==> config.mk <==
export PLATFORM = sky130hd
export DESIGN_NAME = zsp_compacter
export DESIGN_NICKNAME = d
export VERILOG_FILES = /design/src/verilog/zsp_pkg.sv /design/src/verilog/zsp_compact_trigger.sv /design/src/verilog/zsp_slot_picker.sv /design/src/verilog/zsp_line_reader.sv /design/src/verilog/zsp_compact_ctrl.sv /design/src/verilog/zsp_compacter.sv
export VERILOG_INCLUDE_DIRS = /design/src /design/src/verilog
export SDC_FILE = /design/constraint.sdc
export NUM_CORES = 1
export LEC_CHECK = 0
export BUFFER_PORTS_ARGS = -buffer_cell sky130_fd_sc_hd__clkbuf_2
export CORE_AREA = 2 2 209 211
export CTS_CLUSTER_DIAMETER = 150
export CTS_CLUSTER_SIZE = 20
export DETAILED_ROUTE_END_ITERATION = 10
export DIE_AREA = 0 0 211 213
export GPL_ROUTABILITY_DRIVEN = 0
export HOLD_SLACK_MARGIN = 0.15
export PLACE_DENSITY = 0.74
export SLEW_MARGIN = 20
export SYNTH_ARGS = -nofsm -noshare
export SYNTH_HDL_FRONTEND = slang
export SYNTH_SLANG_ARGS = --single-unit
==> constraint.sdc <==
create_clock -name clk_i -period 19.4 [get_ports clk_i]
set_input_delay 3.88 -clock clk_i [delete_from_list [all_inputs] [get_ports clk_i]]
set_output_delay 3.88 -clock clk_i [all_outputs]
set_load 0.01 [all_outputs]
==> src/verilog/zsp_macros.svh <==
`ifndef ZSP_MACROS_SVH
`define ZSP_MACROS_SVH

// datapath widths
`define ZSP_ADDR_W        48
`define ZSP_PAGE_ID_W     16
`define ZSP_THRESH_W      16  // threshold and event counter
`define ZSP_MAX_LINES_W   5

// geometry of one zspage, a single 4 KB way
`define ZSP_SLOTS         3
`define ZSP_LINE_BYTES    64
`define ZSP_LINE_SHIFT    6   // log2 of the line size
`define ZSP_MD_OFFSET     64  // slot 0 starts after the metadata line
`define ZSP_BASE_PAGE_B   256 // page bytes for size class 0

`endif

==> src/verilog/zsp_pkg.sv <==
`default_nettype none

`include "zsp_macros.svh"

package zsp_pkg;

	typedef logic [`ZSP_ADDR_W-1:0] addr_t;        // byte address
	typedef logic [`ZSP_PAGE_ID_W-1:0] page_id_t;  // compressed page id
	typedef logic [1:0] size_cls_t;                // page = 256 << class, 3 acts as 2
	typedef logic [$clog2(`ZSP_SLOTS)-1:0] slot_t;

	// metadata line of one zspage
	typedef struct packed {
		size_cls_t                   size;
		logic [`ZSP_SLOTS-1:0]       vld;   // slot holds a page
		page_id_t [`ZSP_SLOTS-1:0]   page;
	} zsp_md_t;

	typedef struct packed {
		zsp_md_t md;
		logic    err;
	} md_rsp_t;

	// job for the external page migrator
	typedef struct packed {
		addr_t src_addr;
		addr_t dst_addr;
	} mig_pkt_t;

	typedef enum logic [1:0] {
		tbl_page_moved,
		tbl_free_way,
		tbl_detach_head,
		tbl_md_write
	} tbl_op_e;

	typedef struct packed {
		tbl_op_e  op;
		addr_t    way;
		page_id_t page_id;
		addr_t    new_addr;   // only for a page move
		zsp_md_t  md;
	} tbl_upd_t;

	typedef enum logic [3:0] {
		st_idle,
		st_fetch_src,
		st_wait_src,
		st_fetch_dst,
		st_wait_dst,
		st_read_lines,
		st_migrate,
		st_upd_page,
		st_free_src,
		st_detach_dst,
		st_check_list,
		st_write_back,
		st_done,
		st_bus_err
	} cmpt_state_e;

endpackage

`default_nettype wire

==> src/verilog/zsp_compact_trigger.sv <==
`default_nettype none
`timescale 1ns/100ps

`include "zsp_macros.svh"

module zsp_compact_trigger (
	input  logic                     clk_i,
	input  logic                     rst_ni,
	input  logic                     decomp_done,
	input  logic [`ZSP_THRESH_W-1:0] cmpct_thresh,
	input  logic                     cmpt_done,
	output logic                     compact_req
);

	logic [`ZSP_THRESH_W:0] evt_cnt;   // one bit wider to hold threshold + 1
	logic [`ZSP_THRESH_W:0] thresh_x;

	assign thresh_x = {1'b0, cmpct_thresh};

	always_ff @(posedge clk_i or negedge rst_ni) begin
		if (!rst_ni) begin
			evt_cnt     <= '0;
			compact_req <= 1'b0;
		end else begin
			// a finished compaction starts a fresh count
			if (cmpt_done) begin
				evt_cnt <= '0;
			end else if (decomp_done && (evt_cnt <= thresh_x)) begin
				evt_cnt <= evt_cnt + 1'b1;   // stops one above threshold
			end
			compact_req <= (evt_cnt >= thresh_x) && !cmpt_done;
		end
	end

endmodule

`default_nettype wire

==> src/verilog/zsp_slot_picker.sv <==
`default_nettype none
`timescale 1ns/100ps

`include "zsp_macros.svh"

module zsp_slot_picker (
	input  zsp_pkg::zsp_md_t            src_md,
	input  zsp_pkg::zsp_md_t            dst_md,
	input  zsp_pkg::addr_t              src_way,
	input  zsp_pkg::addr_t              dst_way,
	output zsp_pkg::addr_t              src_addr,
	output zsp_pkg::addr_t              dst_addr,
	output zsp_pkg::page_id_t           page_id,
	output logic [`ZSP_MAX_LINES_W-1:0] line_cnt,
	output zsp_pkg::zsp_md_t            src_md_next,
	output zsp_pkg::zsp_md_t            dst_md_next,
	output logic                        src_empty_next,
	output logic                        dst_full_next
);
	import zsp_pkg::*;

	slot_t src_slot;
	slot_t dst_slot;
	addr_t src_pg;
	addr_t dst_pg;

	function automatic addr_t page_bytes(input size_cls_t cls);
		size_cls_t c;
		c = (cls > 2'd2) ? 2'd2 : cls;   // class 3 treated as 2
		return addr_t'(`ZSP_BASE_PAGE_B) << c;
	endfunction

	// lowest set bit wins
	function automatic slot_t lowest_set(input logic [`ZSP_SLOTS-1:0] mask);
		slot_t s;
		s = '0;
		for (int i = `ZSP_SLOTS - 1; i >= 0; i--) begin
			if (mask[i])
				s = slot_t'(i);
		end
		return s;
	endfunction

	assign src_slot = lowest_set(src_md.vld);
	assign dst_slot = lowest_set(~dst_md.vld);   // first free slot
	assign src_pg   = page_bytes(src_md.size);
	assign dst_pg   = page_bytes(dst_md.size);

	assign src_addr = src_way + addr_t'(`ZSP_MD_OFFSET) + addr_t'(src_slot) * src_pg;
	assign dst_addr = dst_way + addr_t'(`ZSP_MD_OFFSET) + addr_t'(dst_slot) * dst_pg;
	assign page_id  = src_md.page[src_slot];
	assign line_cnt = src_pg[`ZSP_LINE_SHIFT +: `ZSP_MAX_LINES_W];

	// metadata as it stands once the page has moved
	always_comb begin
		src_md_next                = src_md;
		dst_md_next                = dst_md;
		src_md_next.vld[src_slot]  = 1'b0;
		dst_md_next.vld[dst_slot]  = 1'b1;
		dst_md_next.page[dst_slot] = page_id;
	end

	assign src_empty_next = ~|src_md_next.vld;
	assign dst_full_next  = &dst_md_next.vld;

endmodule

`default_nettype wire

==> src/verilog/zsp_line_reader.sv <==
`default_nettype none
`timescale 1ns/100ps

`include "zsp_macros.svh"

module zsp_line_reader (
	input  logic                        clk_i,
	input  logic                        rst_ni,
	input  logic                        start,
	input  zsp_pkg::addr_t              first_addr,
	input  logic [`ZSP_MAX_LINES_W-1:0] line_cnt,
	output logic                        rd_req_valid,
	input  logic                        rd_req_ready,
	output zsp_pkg::addr_t              rd_req_addr,
	input  logic                        rdfifo_full,
	input  logic                        rdfifo_empty,
	output logic                        lines_done
);
	import zsp_pkg::*;

	typedef enum logic [1:0] {
		lr_idle,
		lr_wait_empty,
		lr_issue
	} lr_state_e;

	lr_state_e                   state;
	logic [`ZSP_MAX_LINES_W-1:0] lines_left;
	logic                        rd_xfer;

	assign rd_req_valid = (state == lr_issue) && !rdfifo_full;   // hold off while FIFO full
	assign rd_xfer      = rd_req_valid && rd_req_ready;

	always_ff @(posedge clk_i or negedge rst_ni) begin
		if (!rst_ni) begin
			state      <= lr_idle;
			lines_left <= '0;
			lines_done <= 1'b0;
		end else begin
			lines_done <= 1'b0;
			case (state)
				lr_idle: begin
					if (start) begin
						lines_left <= line_cnt;
						state      <= lr_wait_empty;
					end
				end
				lr_wait_empty: begin
					if (rdfifo_empty)
						state <= lr_issue;   // old read data drained
				end
				lr_issue: begin
					if (rd_xfer) begin
						lines_left <= lines_left - 1'b1;
						if (lines_left == 1) begin
							state      <= lr_idle;
							lines_done <= 1'b1;
						end
					end
				end
				default: state <= lr_idle;
			endcase
		end
	end

	always_ff @(posedge clk_i) begin
		if (start && (state == lr_idle))
			rd_req_addr <= first_addr;
		else if (rd_xfer)
			rd_req_addr <= rd_req_addr + addr_t'(`ZSP_LINE_BYTES);   // next line
	end

endmodule

`default_nettype wire

==> src/verilog/zsp_compact_ctrl.sv <==
`default_nettype none
`timescale 1ns/100ps

module zsp_compact_ctrl (
	input  logic              clk_i,
	input  logic              rst_ni,
	input  logic              compact_trig,
	input  zsp_pkg::addr_t    ifl_head_way,
	input  zsp_pkg::addr_t    ifl_tail_way,
	output logic              md_req_valid,
	input  logic              md_req_ready,
	output zsp_pkg::addr_t    md_req_way,
	input  logic              md_rsp_valid,
	input  zsp_pkg::md_rsp_t  md_rsp,
	output zsp_pkg::zsp_md_t  src_md,
	output zsp_pkg::zsp_md_t  dst_md,
	output zsp_pkg::addr_t    src_way,
	output zsp_pkg::addr_t    dst_way,
	input  zsp_pkg::addr_t    src_addr,
	input  zsp_pkg::addr_t    dst_addr,
	input  zsp_pkg::page_id_t page_id,
	input  zsp_pkg::zsp_md_t  src_md_next,
	input  zsp_pkg::zsp_md_t  dst_md_next,
	input  logic              src_empty_next,
	input  logic              dst_full_next,
	output logic              line_start,
	input  logic              lines_done,
	output logic              migrate_start,
	input  logic              migrate_done,
	output zsp_pkg::mig_pkt_t mig_pkt,
	output logic              tbl_valid,
	input  logic              tbl_ready,
	output zsp_pkg::tbl_upd_t tbl_upd,
	output logic              cmpt_done,
	output logic              bus_err
);
	import zsp_pkg::*;

	cmpt_state_e state;
	cmpt_state_e state_n;
	logic        src_ld;      // source zspage metadata held
	logic        dst_ld;
	logic        src_empty;
	logic        dst_full;
	logic        list_one;    // head and tail are the same way
	logic        md_xfer;
	logic        tbl_xfer;
	logic        start_read;
	logic        load_src_way;
	logic        load_dst_way;
	page_id_t    moved_id;

	assign list_one      = (ifl_head_way == ifl_tail_way);
	assign md_req_valid  = (state == st_fetch_src) || (state == st_fetch_dst);
	assign md_req_way    = (state == st_fetch_dst) ? dst_way : src_way;
	assign md_xfer       = md_req_valid && md_req_ready;
	assign tbl_valid     = state inside {st_upd_page, st_free_src, st_detach_dst, st_write_back};
	assign tbl_xfer      = tbl_valid && tbl_ready;
	assign migrate_start = (state == st_migrate);
	assign bus_err       = (state == st_bus_err);

	assign start_read   = (state == st_check_list) && (state_n == st_read_lines);
	assign load_src_way = (state == st_check_list) && (state_n == st_fetch_src);
	assign load_dst_way = (state == st_check_list) && (state_n == st_fetch_dst);

	always_comb begin
		state_n = state;
		case (state)
			st_idle: begin
				if (compact_trig)
					state_n = list_one ? st_done : st_check_list;
			end
			st_check_list: begin
				if (list_one)
					state_n = (src_ld || dst_ld) ? st_write_back : st_done;
				else if (!src_ld)
					state_n = st_fetch_src;   // tail supplies the source
				else if (!dst_ld)
					state_n = st_fetch_dst;
				else
					state_n = st_read_lines;
			end
			st_fetch_src: if (md_xfer) state_n = st_wait_src;
			st_fetch_dst: if (md_xfer) state_n = st_wait_dst;
			st_wait_src: begin
				if (md_rsp_valid && md_rsp.err)
					state_n = st_bus_err;
				else if (md_rsp_valid)
					state_n = (|md_rsp.md.vld) ? st_check_list : st_free_src;
			end
			st_wait_dst: begin
				if (md_rsp_valid && md_rsp.err)
					state_n = st_bus_err;
				else if (md_rsp_valid)
					state_n = (&md_rsp.md.vld) ? st_detach_dst : st_check_list;
			end
			st_read_lines: if (lines_done) state_n = st_migrate;
			st_migrate: if (migrate_done) state_n = st_upd_page;
			st_upd_page: begin
				if (tbl_xfer) begin
					if (src_empty)
						state_n = st_free_src;
					else if (dst_full)
						state_n = st_detach_dst;
					else
						state_n = st_check_list;
				end
			end
			st_free_src: begin
				if (tbl_xfer)
					state_n = (dst_ld && dst_full) ? st_detach_dst : st_check_list;
			end
			st_detach_dst: if (tbl_xfer) state_n = st_check_list;
			st_write_back: if (tbl_xfer) state_n = st_done;
			st_done:       state_n = st_idle;
			st_bus_err:    state_n = st_bus_err;   // sticky until reset
			default:       state_n = st_idle;
		endcase
	end

	always_ff @(posedge clk_i or negedge rst_ni) begin
		if (!rst_ni) begin
			state      <= st_idle;
			src_ld     <= 1'b0;
			dst_ld     <= 1'b0;
			src_empty  <= 1'b0;
			dst_full   <= 1'b0;
			line_start <= 1'b0;
			cmpt_done  <= 1'b0;
		end else begin
			state      <= state_n;
			line_start <= start_read;
			cmpt_done  <= (state == st_done);
			if ((state == st_wait_src) && md_rsp_valid && !md_rsp.err) begin
				src_ld    <= 1'b1;
				src_empty <= ~|md_rsp.md.vld;
			end
			if ((state == st_wait_dst) && md_rsp_valid && !md_rsp.err) begin
				dst_ld   <= 1'b1;
				dst_full <= &md_rsp.md.vld;
			end
			if ((state == st_migrate) && migrate_done) begin
				src_empty <= src_empty_next;
				dst_full  <= dst_full_next;
			end
			if ((state == st_free_src) && tbl_xfer)
				src_ld <= 1'b0;   // list drops its tail
			if ((state == st_detach_dst) && tbl_xfer)
				dst_ld <= 1'b0;
			if (state == st_done) begin
				src_ld <= 1'b0;
				dst_ld <= 1'b0;
			end
		end
	end

	always_ff @(posedge clk_i) begin
		if (load_src_way)
			src_way <= ifl_tail_way;
		if (load_dst_way)
			dst_way <= ifl_head_way;
		if ((state == st_wait_src) && md_rsp_valid)
			src_md <= md_rsp.md;
		if ((state == st_wait_dst) && md_rsp_valid)
			dst_md <= md_rsp.md;
		if (start_read) begin
			mig_pkt.src_addr <= src_addr;
			mig_pkt.dst_addr <= dst_addr;
			moved_id         <= page_id;
		end
		// commit the slot masks once the page is across
		if ((state == st_migrate) && migrate_done) begin
			src_md <= src_md_next;
			dst_md <= dst_md_next;
		end
	end

	always_comb begin
		tbl_upd = '0;
		case (state)
			st_upd_page: begin
				tbl_upd.op       = tbl_page_moved;
				tbl_upd.way      = src_way;
				tbl_upd.page_id  = moved_id;
				tbl_upd.new_addr = mig_pkt.dst_addr;
			end
			st_free_src: begin
				tbl_upd.op  = tbl_free_way;
				tbl_upd.way = src_way;
			end
			st_detach_dst: begin
				tbl_upd.op  = tbl_detach_head;
				tbl_upd.way = dst_way;
				tbl_upd.md  = dst_md;
			end
			st_write_back: begin
				tbl_upd.op  = tbl_md_write;   // the partial zspage left over
				tbl_upd.way = src_ld ? src_way : dst_way;
				tbl_upd.md  = src_ld ? src_md : dst_md;
			end
			default: ;
		endcase
	end

endmodule

`default_nettype wire

==> src/verilog/zsp_compacter.sv <==
`default_nettype none
`timescale 1ns/100ps

`include "zsp_macros.svh"

module zsp_compacter (
	input  logic                     clk_i,
	input  logic                     rst_ni,
	input  logic                     decomp_done,
	input  logic [`ZSP_THRESH_W-1:0] cmpct_thresh,
	output logic                     compact_req,
	input  logic                     compact_trig,
	output logic                     compact_done,
	input  zsp_pkg::addr_t           ifl_head_way,
	input  zsp_pkg::addr_t           ifl_tail_way,
	output logic                     md_req_valid,
	input  logic                     md_req_ready,
	output zsp_pkg::addr_t           md_req_way,
	input  logic                     md_rsp_valid,
	input  zsp_pkg::md_rsp_t         md_rsp,
	output logic                     rd_req_valid,
	input  logic                     rd_req_ready,
	output zsp_pkg::addr_t           rd_req_addr,
	input  logic                     rdfifo_full,
	input  logic                     rdfifo_empty,
	output logic                     migrate_start,
	input  logic                     migrate_done,
	output zsp_pkg::mig_pkt_t        mig_pkt,
	output logic                     tbl_valid,
	input  logic                     tbl_ready,
	output zsp_pkg::tbl_upd_t        tbl_upd,
	output logic                     bus_err
);
	import zsp_pkg::*;

	logic                        cmpt_done;
	zsp_md_t                     src_md;
	zsp_md_t                     dst_md;
	zsp_md_t                     src_md_next;
	zsp_md_t                     dst_md_next;
	addr_t                       src_way;
	addr_t                       dst_way;
	addr_t                       src_addr;
	addr_t                       dst_addr;
	page_id_t                    page_id;
	logic [`ZSP_MAX_LINES_W-1:0] line_cnt;
	logic                        src_empty_next;
	logic                        dst_full_next;
	logic                        line_start;
	logic                        lines_done;

	assign compact_done = cmpt_done;

	zsp_compact_trigger u_trigger (.*);

	zsp_slot_picker u_picker (.*);

	zsp_line_reader u_reader (
		.start      (line_start),
		.first_addr (src_addr),   // slot chosen by the picker
		.*
	);

	zsp_compact_ctrl u_ctrl (.*);

endmodule

`default_nettype wire

After elaboration in Yosys (flattened, before gate mapping)
Index checks and enable logic that the tools add are counted.
{"block": "totals", "regBits": 398, "latch_bits": 0, "ram_bits": 0, "romBits": 0, "inputBits": 177, "out_inout_bits": 366, "wordCells": 200, "n_memories": 0}
{"block": "classes", "add_sub_neg": 7, "multipliers": 2, "n_div": 0, "n_lt_le_gt_ge": 8, "n_eq_ne": 24, "shifts": 2, "n_mux": 76, "bitwise_logic": 5, "n_reduce_logical": 48}
{"cell": "$mux W51", "count": 4}
{"cell": "$pmux W50 S4", "count": 1}
{"cell": "$mux W48", "count": 4}
{"cell": "$add A48 B7 Y48 const B", "count": 3}
{"cell": "$pmux W53 S2", "count": 1}
{"cell": "$add A48 B48 Y48", "count": 2}
{"cell": "$mul A2 B48 Y48", "count": 2}
{"cell": "$shl A9 B2 Y48 const A", "count": 2}
{"cell": "$mux W4", "count": 16}
{"cell": "$mux W64", "count": 1}
{"cell": "$mux W53", "count": 1}
{"cell": "$pmux W4 S13", "count": 1}
{"cell": "$bwmux W48", "count": 1}
{"cell": "$eq A48 B48 Y1", "count": 1}
{"cell": "$mux W17", "count": 2}
{"cell": "$bmux W16 S2", "count": 1}
{"cell": "$demux W16 S2", "count": 1}
{"cell": "$mux W16", "count": 2}
{"cell": "$mux W2", "count": 16}
{"cell": "$eq A4 B4 Y1 const B", "count": 6}
{"cell": "$logic_and A1 B1 Y1", "count": 21}
{"cell": "$eq A4 B3 Y1 const B", "count": 5}
{"cell": "$add A17 B1 Y17 const B", "count": 1}
{"cell": "$ge A17 B16 Y1", "count": 1}
{"cell": "33 further kinds", "count": 76}

Longest topological paths before layout
{"block": "depth", "word_depth": 12, "mapped_depth": 16, "ltp_nobuf": 14}

Modules after synthesis
From an unflattened synthesis, not the netlist that was laid out.
{"block": "hier_totals", "cells_unflattened": 2106, "area_unflattened_um2": 22333.9}
{"mod": "zsp_compact_ctrl", "instances": 1, "cells_each": 1046, "area_per_inst_um2": 14072.2, "seq_area_each_um2": 9679.3}
{"mod": "zsp_slot_picker", "instances": 1, "cells_each": 567, "area_per_inst_um2": 3677.3, "seq_area_each_um2": 0.0}
{"mod": "zsp_line_reader", "instances": 1, "cells_each": 331, "area_per_inst_um2": 3215.6, "seq_area_each_um2": 1641.6}
{"mod": "zsp_compact_trigger", "instances": 1, "cells_each": 162, "area_per_inst_um2": 1368.8, "seq_area_each_um2": 450.4}

Worst setup path after synthesis
OpenSTA, ideal clock, no wires.
{"block": "synth_path", "kind": "input to register", "startpoint": "input ifl_head_way[35]", "endpoint": "register u_ctrl.src_way[0], enable pin", "setup_time_ns": 0.360, "t_arrival_ns": 9.644, "required_ns": 19.040, "path_slack_ns": 9.395, "path_stages": 7, "path_buffers": 0, "cell_sequence": "xor2_1 -> nor4_1 -> nand4_1 -> nor3_4 -> nor3b_2 -> or4b_4 -> nor4_2"}
{"block": "synth_between", "elab_chain_cells": 6, "word_cells_on_any_way": 7, "cone_classes": "2 x eq/ne; 4 x mux; 1 x reduce/logical"}
{"item": "start, declared", "line_no": "zsp_compacter.sv:14", "text": "input zsp_pkg::addr_t ifl_head_way,"}
{"item": "$eq A48 B48 Y1 (*)", "line_no": "zsp_compact_ctrl.sv:53", "text": "assign list_one = (ifl_head_way == ifl_tail_way);"}
{"item": "$mux W3", "line_no": "zsp_compact_ctrl.sv:71", "text": "state_n = list_one ? st_done : st_check_list;"}
{"item": "$mux W4", "line_no": "zsp_compact_ctrl.sv:70", "text": "if (compact_trig)"}
{"item": "$pmux W4 S13 (*)", "line_no": "zsp_compact_ctrl.sv:68", "text": "case (state)"}
{"item": "net u_ctrl.state_n[2]", "line_no": "zsp_compact_ctrl.sv:40", "text": "cmpt_state_e state_n;"}
{"item": "$eq A4 B1 Y1 (*)", "line_no": "zsp_compact_ctrl.sv:63", "text": "assign load_src_way = (state == st_check_list) && (state_n == st_fetch_src);"}
{"item": "$logic_and A1 B1 Y1 (*)", "line_no": "zsp_compact_ctrl.sv:63"}
{"item": "net u_ctrl.load_src_way", "line_no": "zsp_compact_ctrl.sv:49", "text": "logic load_src_way;"}
{"item": "end signal, assigned", "line_no": "zsp_compact_ctrl.sv:159", "text": "src_way <= ifl_tail_way;"}
{"item": "end, declared", "line_no": "zsp_compact_ctrl.sv:17", "text": "output zsp_pkg::addr_t src_way,"}
Mark *: on every way through the listed nets, which the timed path passes. The rest lies on a longest branch.
A chain may end at the register's enable or synchronous reset.

Worst setup path after layout
{"block": "layout_path", "startpoint": "input rdfifo_full", "endpoint": "output rd_req_valid"}
{"block": "layout_between", "elab_chain_cells": 2}
{"item": "start, declared", "line_no": "zsp_compacter.sv:24", "text": "input logic rdfifo_full,"}
{"item": "$logic_not A1 Y1", "line_no": "zsp_line_reader.sv:31", "text": "assign rd_req_valid = (state == lr_issue) && !rdfifo_full;"}
{"item": "$logic_and A1 B1 Y1", "line_no": "zsp_line_reader.sv:31"}
{"item": "end, declared", "line_no": "zsp_compacter.sv:21", "text": "output logic rd_req_valid,"}
No other way between the ends.

==> impl_metrics.toml <==
[status]
status = "finished, final reports clean"

[sta]
rsz0062_at_grt = "no"
fin_crit_sh_pct = 42.1
drv_slew = 0
fin_crit_ns = 8.17
final-setup-viol-count = 0
tightest_slew_ns = 1.12
whs_ns = 0.499
hold_violations = 0
clock.fmax_mhz = 122
relSlewSlack_pct = 25.1
clock_skew_ns = 0.0164
tns_ns = 0

[clocking]
cts_tree = "yes"
ctsResizeCount = 0
h-tree-depth = 1
clock_path_buffers = 3
cts_made_buffers = 23
cts-hold-fix-buffers = 0
clock_latency_ns = 0.56
cts.sinks = 398
root_buffer = "clkbuf_16"
postCtsSetupBuffers = 0
path_clk_slew_ns = 0.09

[floorplanning]
fp-row-count = 76
initial_core_util_pct = 48.0
core_area_um2 = 42700
fp.dieArea_um2 = 44900
fp.dieH_um = 213
ios = 543
die_x_um = 211

[yosys]
ys_seq_area_share_pct = 57.4
yosysMostFrequentCell = "edfxtp_1"
yosys-top-cells-count = "edfxtp_1, nand2_1, a22o_1, xor2_1, xnor2_1"
yosysWarningCount = 0
syn_area_um2 = 20500
synth_seq_cells = 398
async_reset_ff_share_pct = 9.05
synthFlopType = "edfxtp_1"
synth-edff-count = 362
yosysTopAreaCell = "edfxtp_1"
synth_area_per_cell_um2 = 11.9
synth_top_cells_by_area = "edfxtp_1, a22o_1, dfrtp_1"
synth.top_cell.area_share_pct = 53.0
yosysUniqueCellTypes = 67
syn-instance-count = 1718

[global_routing]
gr-usage-all-layers_pct = 30.0
grt_pass1_vias = 15900
antenna_found_initial = 12
grt_max_degree = 62
grt-ovfl-total = 0
grt_pass1_wl_um = 100000

[placement]
dp_hpwl_um = 51500
dpl_cell_area_um2 = 23800
io_buffers = 542

[pwr]
ir_drop_uv = 74.3
power_mw = 2.38
leakagePower_nw = 10.2
power_density_nw_per_um2 = 97.1

[worst_setup_path]
crit_fanout = 3
cpMostUsedCell = "clkbuf_2"
critPathMaxStageDelay_ns = 0.17
r2r-start = "u_ctrl.src_md[49]"
r2r_end = "u_reader.rd_req_addr[38]"
end_kind = "output pin"
start_kind = "input port"
slowest_stage = "clkbuf_2"
worstPathCellList = "clkbuf_2 > nor2_1 > clkbuf_2"
cp_top_family = "buffers and inverters"
crit_buf_inv = 2
r2r_setup_slack_ns = 14.06
required_ns = 15.52
ff2ff_path_depth = 12
worstPathArrival_ns = 4.29
crit_type = "in2out"

[detailed_routing]
post_drt_wl_per_cell_um = 25.0
drt-initial-drc-count = 1447
drc_errors = 0
vias_per_cell = 5.94
ant_nets = 0
first_pass_iters = 6
routed_wl_um = 69700
vias = 16600

[hold_path]
min_path_type = "reg2reg"
hold_end = "u_ctrl.mig_pkt[3]"
worstHoldPathCells = 0
hold_start = "u_ctrl.dst_way[3]"

[flow_run]
maxCapViolations = 0

[finish]
drive_above_1_share_pct = 29.4
fin_util_pct = 57.3
postLayoutCellArea_um2 = 24500
syn_to_final_growth_pct = 19.4
nets = 2457
-- layer usage --
metal,global-route usage [%],vias to the layer above,share of wire [%],routed length [um]
li1,-,7378,-,-
met1,37.3,8129,37,25800
met2,50.7,918,49,34000
met3,7.32,157,9.9,6900
met4,11.5,14,4.2,2910
met5,0,-,0.14,95
-- final cells by class --
cell class,instances,area (um2)
Antenna cell,5,12.5
Sequential cell,398,11800
Tap cell,546,683
Multi-Input combinational cell,1182,8280
Timing Repair Buffer,561,2860
Inverter,60,225
Clock inverter,1,3.75
Fill cell,3573,18200
Clock buffer,39,636
-- layout by cell type (no fill, tap or decap), types with 5 or more instances in the layout --
| cell | n |
|---|---|
| and4_1 | 13 |
| edfxtp_1 | 362 |
| nand2_1 | 150 |
| or2_2 | 5 |
| a21oi_1 | 54 |
| o21a_1 | 7 |
| nand3_1 | 53 |
| nand2b_1 | 8 |
| or3_1 | 13 |
| and3_1 | 44 |
| a221oi_1 | 17 |
| nand4_1 | 35 |
| a22o_1 | 103 |
| buf_4 | 19 |
| nor2b_1 | 24 |
| clkbuf_1 | 16 |
| mux2i_1 | 5 |
| a31oi_1 | 5 |
| clkbuf_16 | 23 |
| mux2_1 | 16 |
| nor4_1 | 16 |
| fa_1 | 6 |
| o21ai_0 | 51 |
| o21ai_1 | 49 |
| diode_2 | 5 |
| a21o_1 | 12 |
| inv_1 | 57 |
| mux2_2 | 50 |
| nor2_1 | 72 |
| nor3_1 | 15 |
| xor2_1 | 90 |
| and2_1 | 77 |
| clkbuf_2 | 542 |
| xnor2_1 | 79 |
| ha_1 | 48 |
| dfrtp_1 | 36 |
-- how the worst max path moves through the flow --
| stage | from | cells after the start | endpoint |
|---|---|---|---|
| 2_1_floorplan | ifl_head_way[35] | 7 | u_ctrl.src_way[0] |
| 3_3_place_gp | rdfifo_full | 3 | rd_req_valid |
| 3_5_place_dp | rdfifo_full | 3 | rd_req_valid |
| 4_1_cts | rdfifo_full | 3 | rd_req_valid |
| 5_1_grt | rdfifo_full | 3 | rd_req_valid |
| 6_report | rdfifo_full | 3 | rd_req_valid |
-- logic make-up after synthesis --
family / after synthesis / synth area share (%)
AOI/OAI and AO/OA: 332 / 11.1
adders and majority gates: 55 / 3.56
muxes: 71 / 3.87
buffers and inverters: 141 / 2.59
xor gates and xnor gates: 169 / 7.22
other: 1 / 0.0183
and+or+nand+nor: 551 / 14.2
DFF: 398 / 57.4
-- flip-flops by register name, indices dropped and copies added (netlist names), 2 cells and up --
name                  count
u_ctrl.state              4
u_ctrl.dst_way           48
u_trigger.evt_cnt        17
u_ctrl.mig_pkt           96
u_reader.state            2
u_reader.lines_left       5
u_reader.rd_req_addr     48
u_ctrl.moved_id          16
u_ctrl.src_md            53
u_ctrl.src_way           48
u_ctrl.dst_md            53
-- through the flow --
| stage | instances | worst slack [ns] |
|---|---|---|
| 6_report | 2792 | 11.23 |
| 3_5_place_dp | 2747 | 11.23 |
| 3_3_place_gp | 2747 | 11.22 |
| 4_1_cts | 2787 | 11.23 |
| 2_1_floorplan | 1721 | 9.40 |
| 5_1_grt | 2789 | 11.18 |
-- power by group --
| part | leakage [nW] | total (mW) | internal [mW] | switching (mW) |
|---|---|---|---|---|
| Sequential | 3.74 | 1.16 | 1.06 | 0.103 |
| Clock | 0.304 | 0.508 | 0.224 | 0.284 |
| Combinational | 6.14 | 0.709 | 0.266 | 0.443 |
| Total | 10.2 | 2.38 | 1.55 | 0.830 |
(Power assumes the default switching activity.)
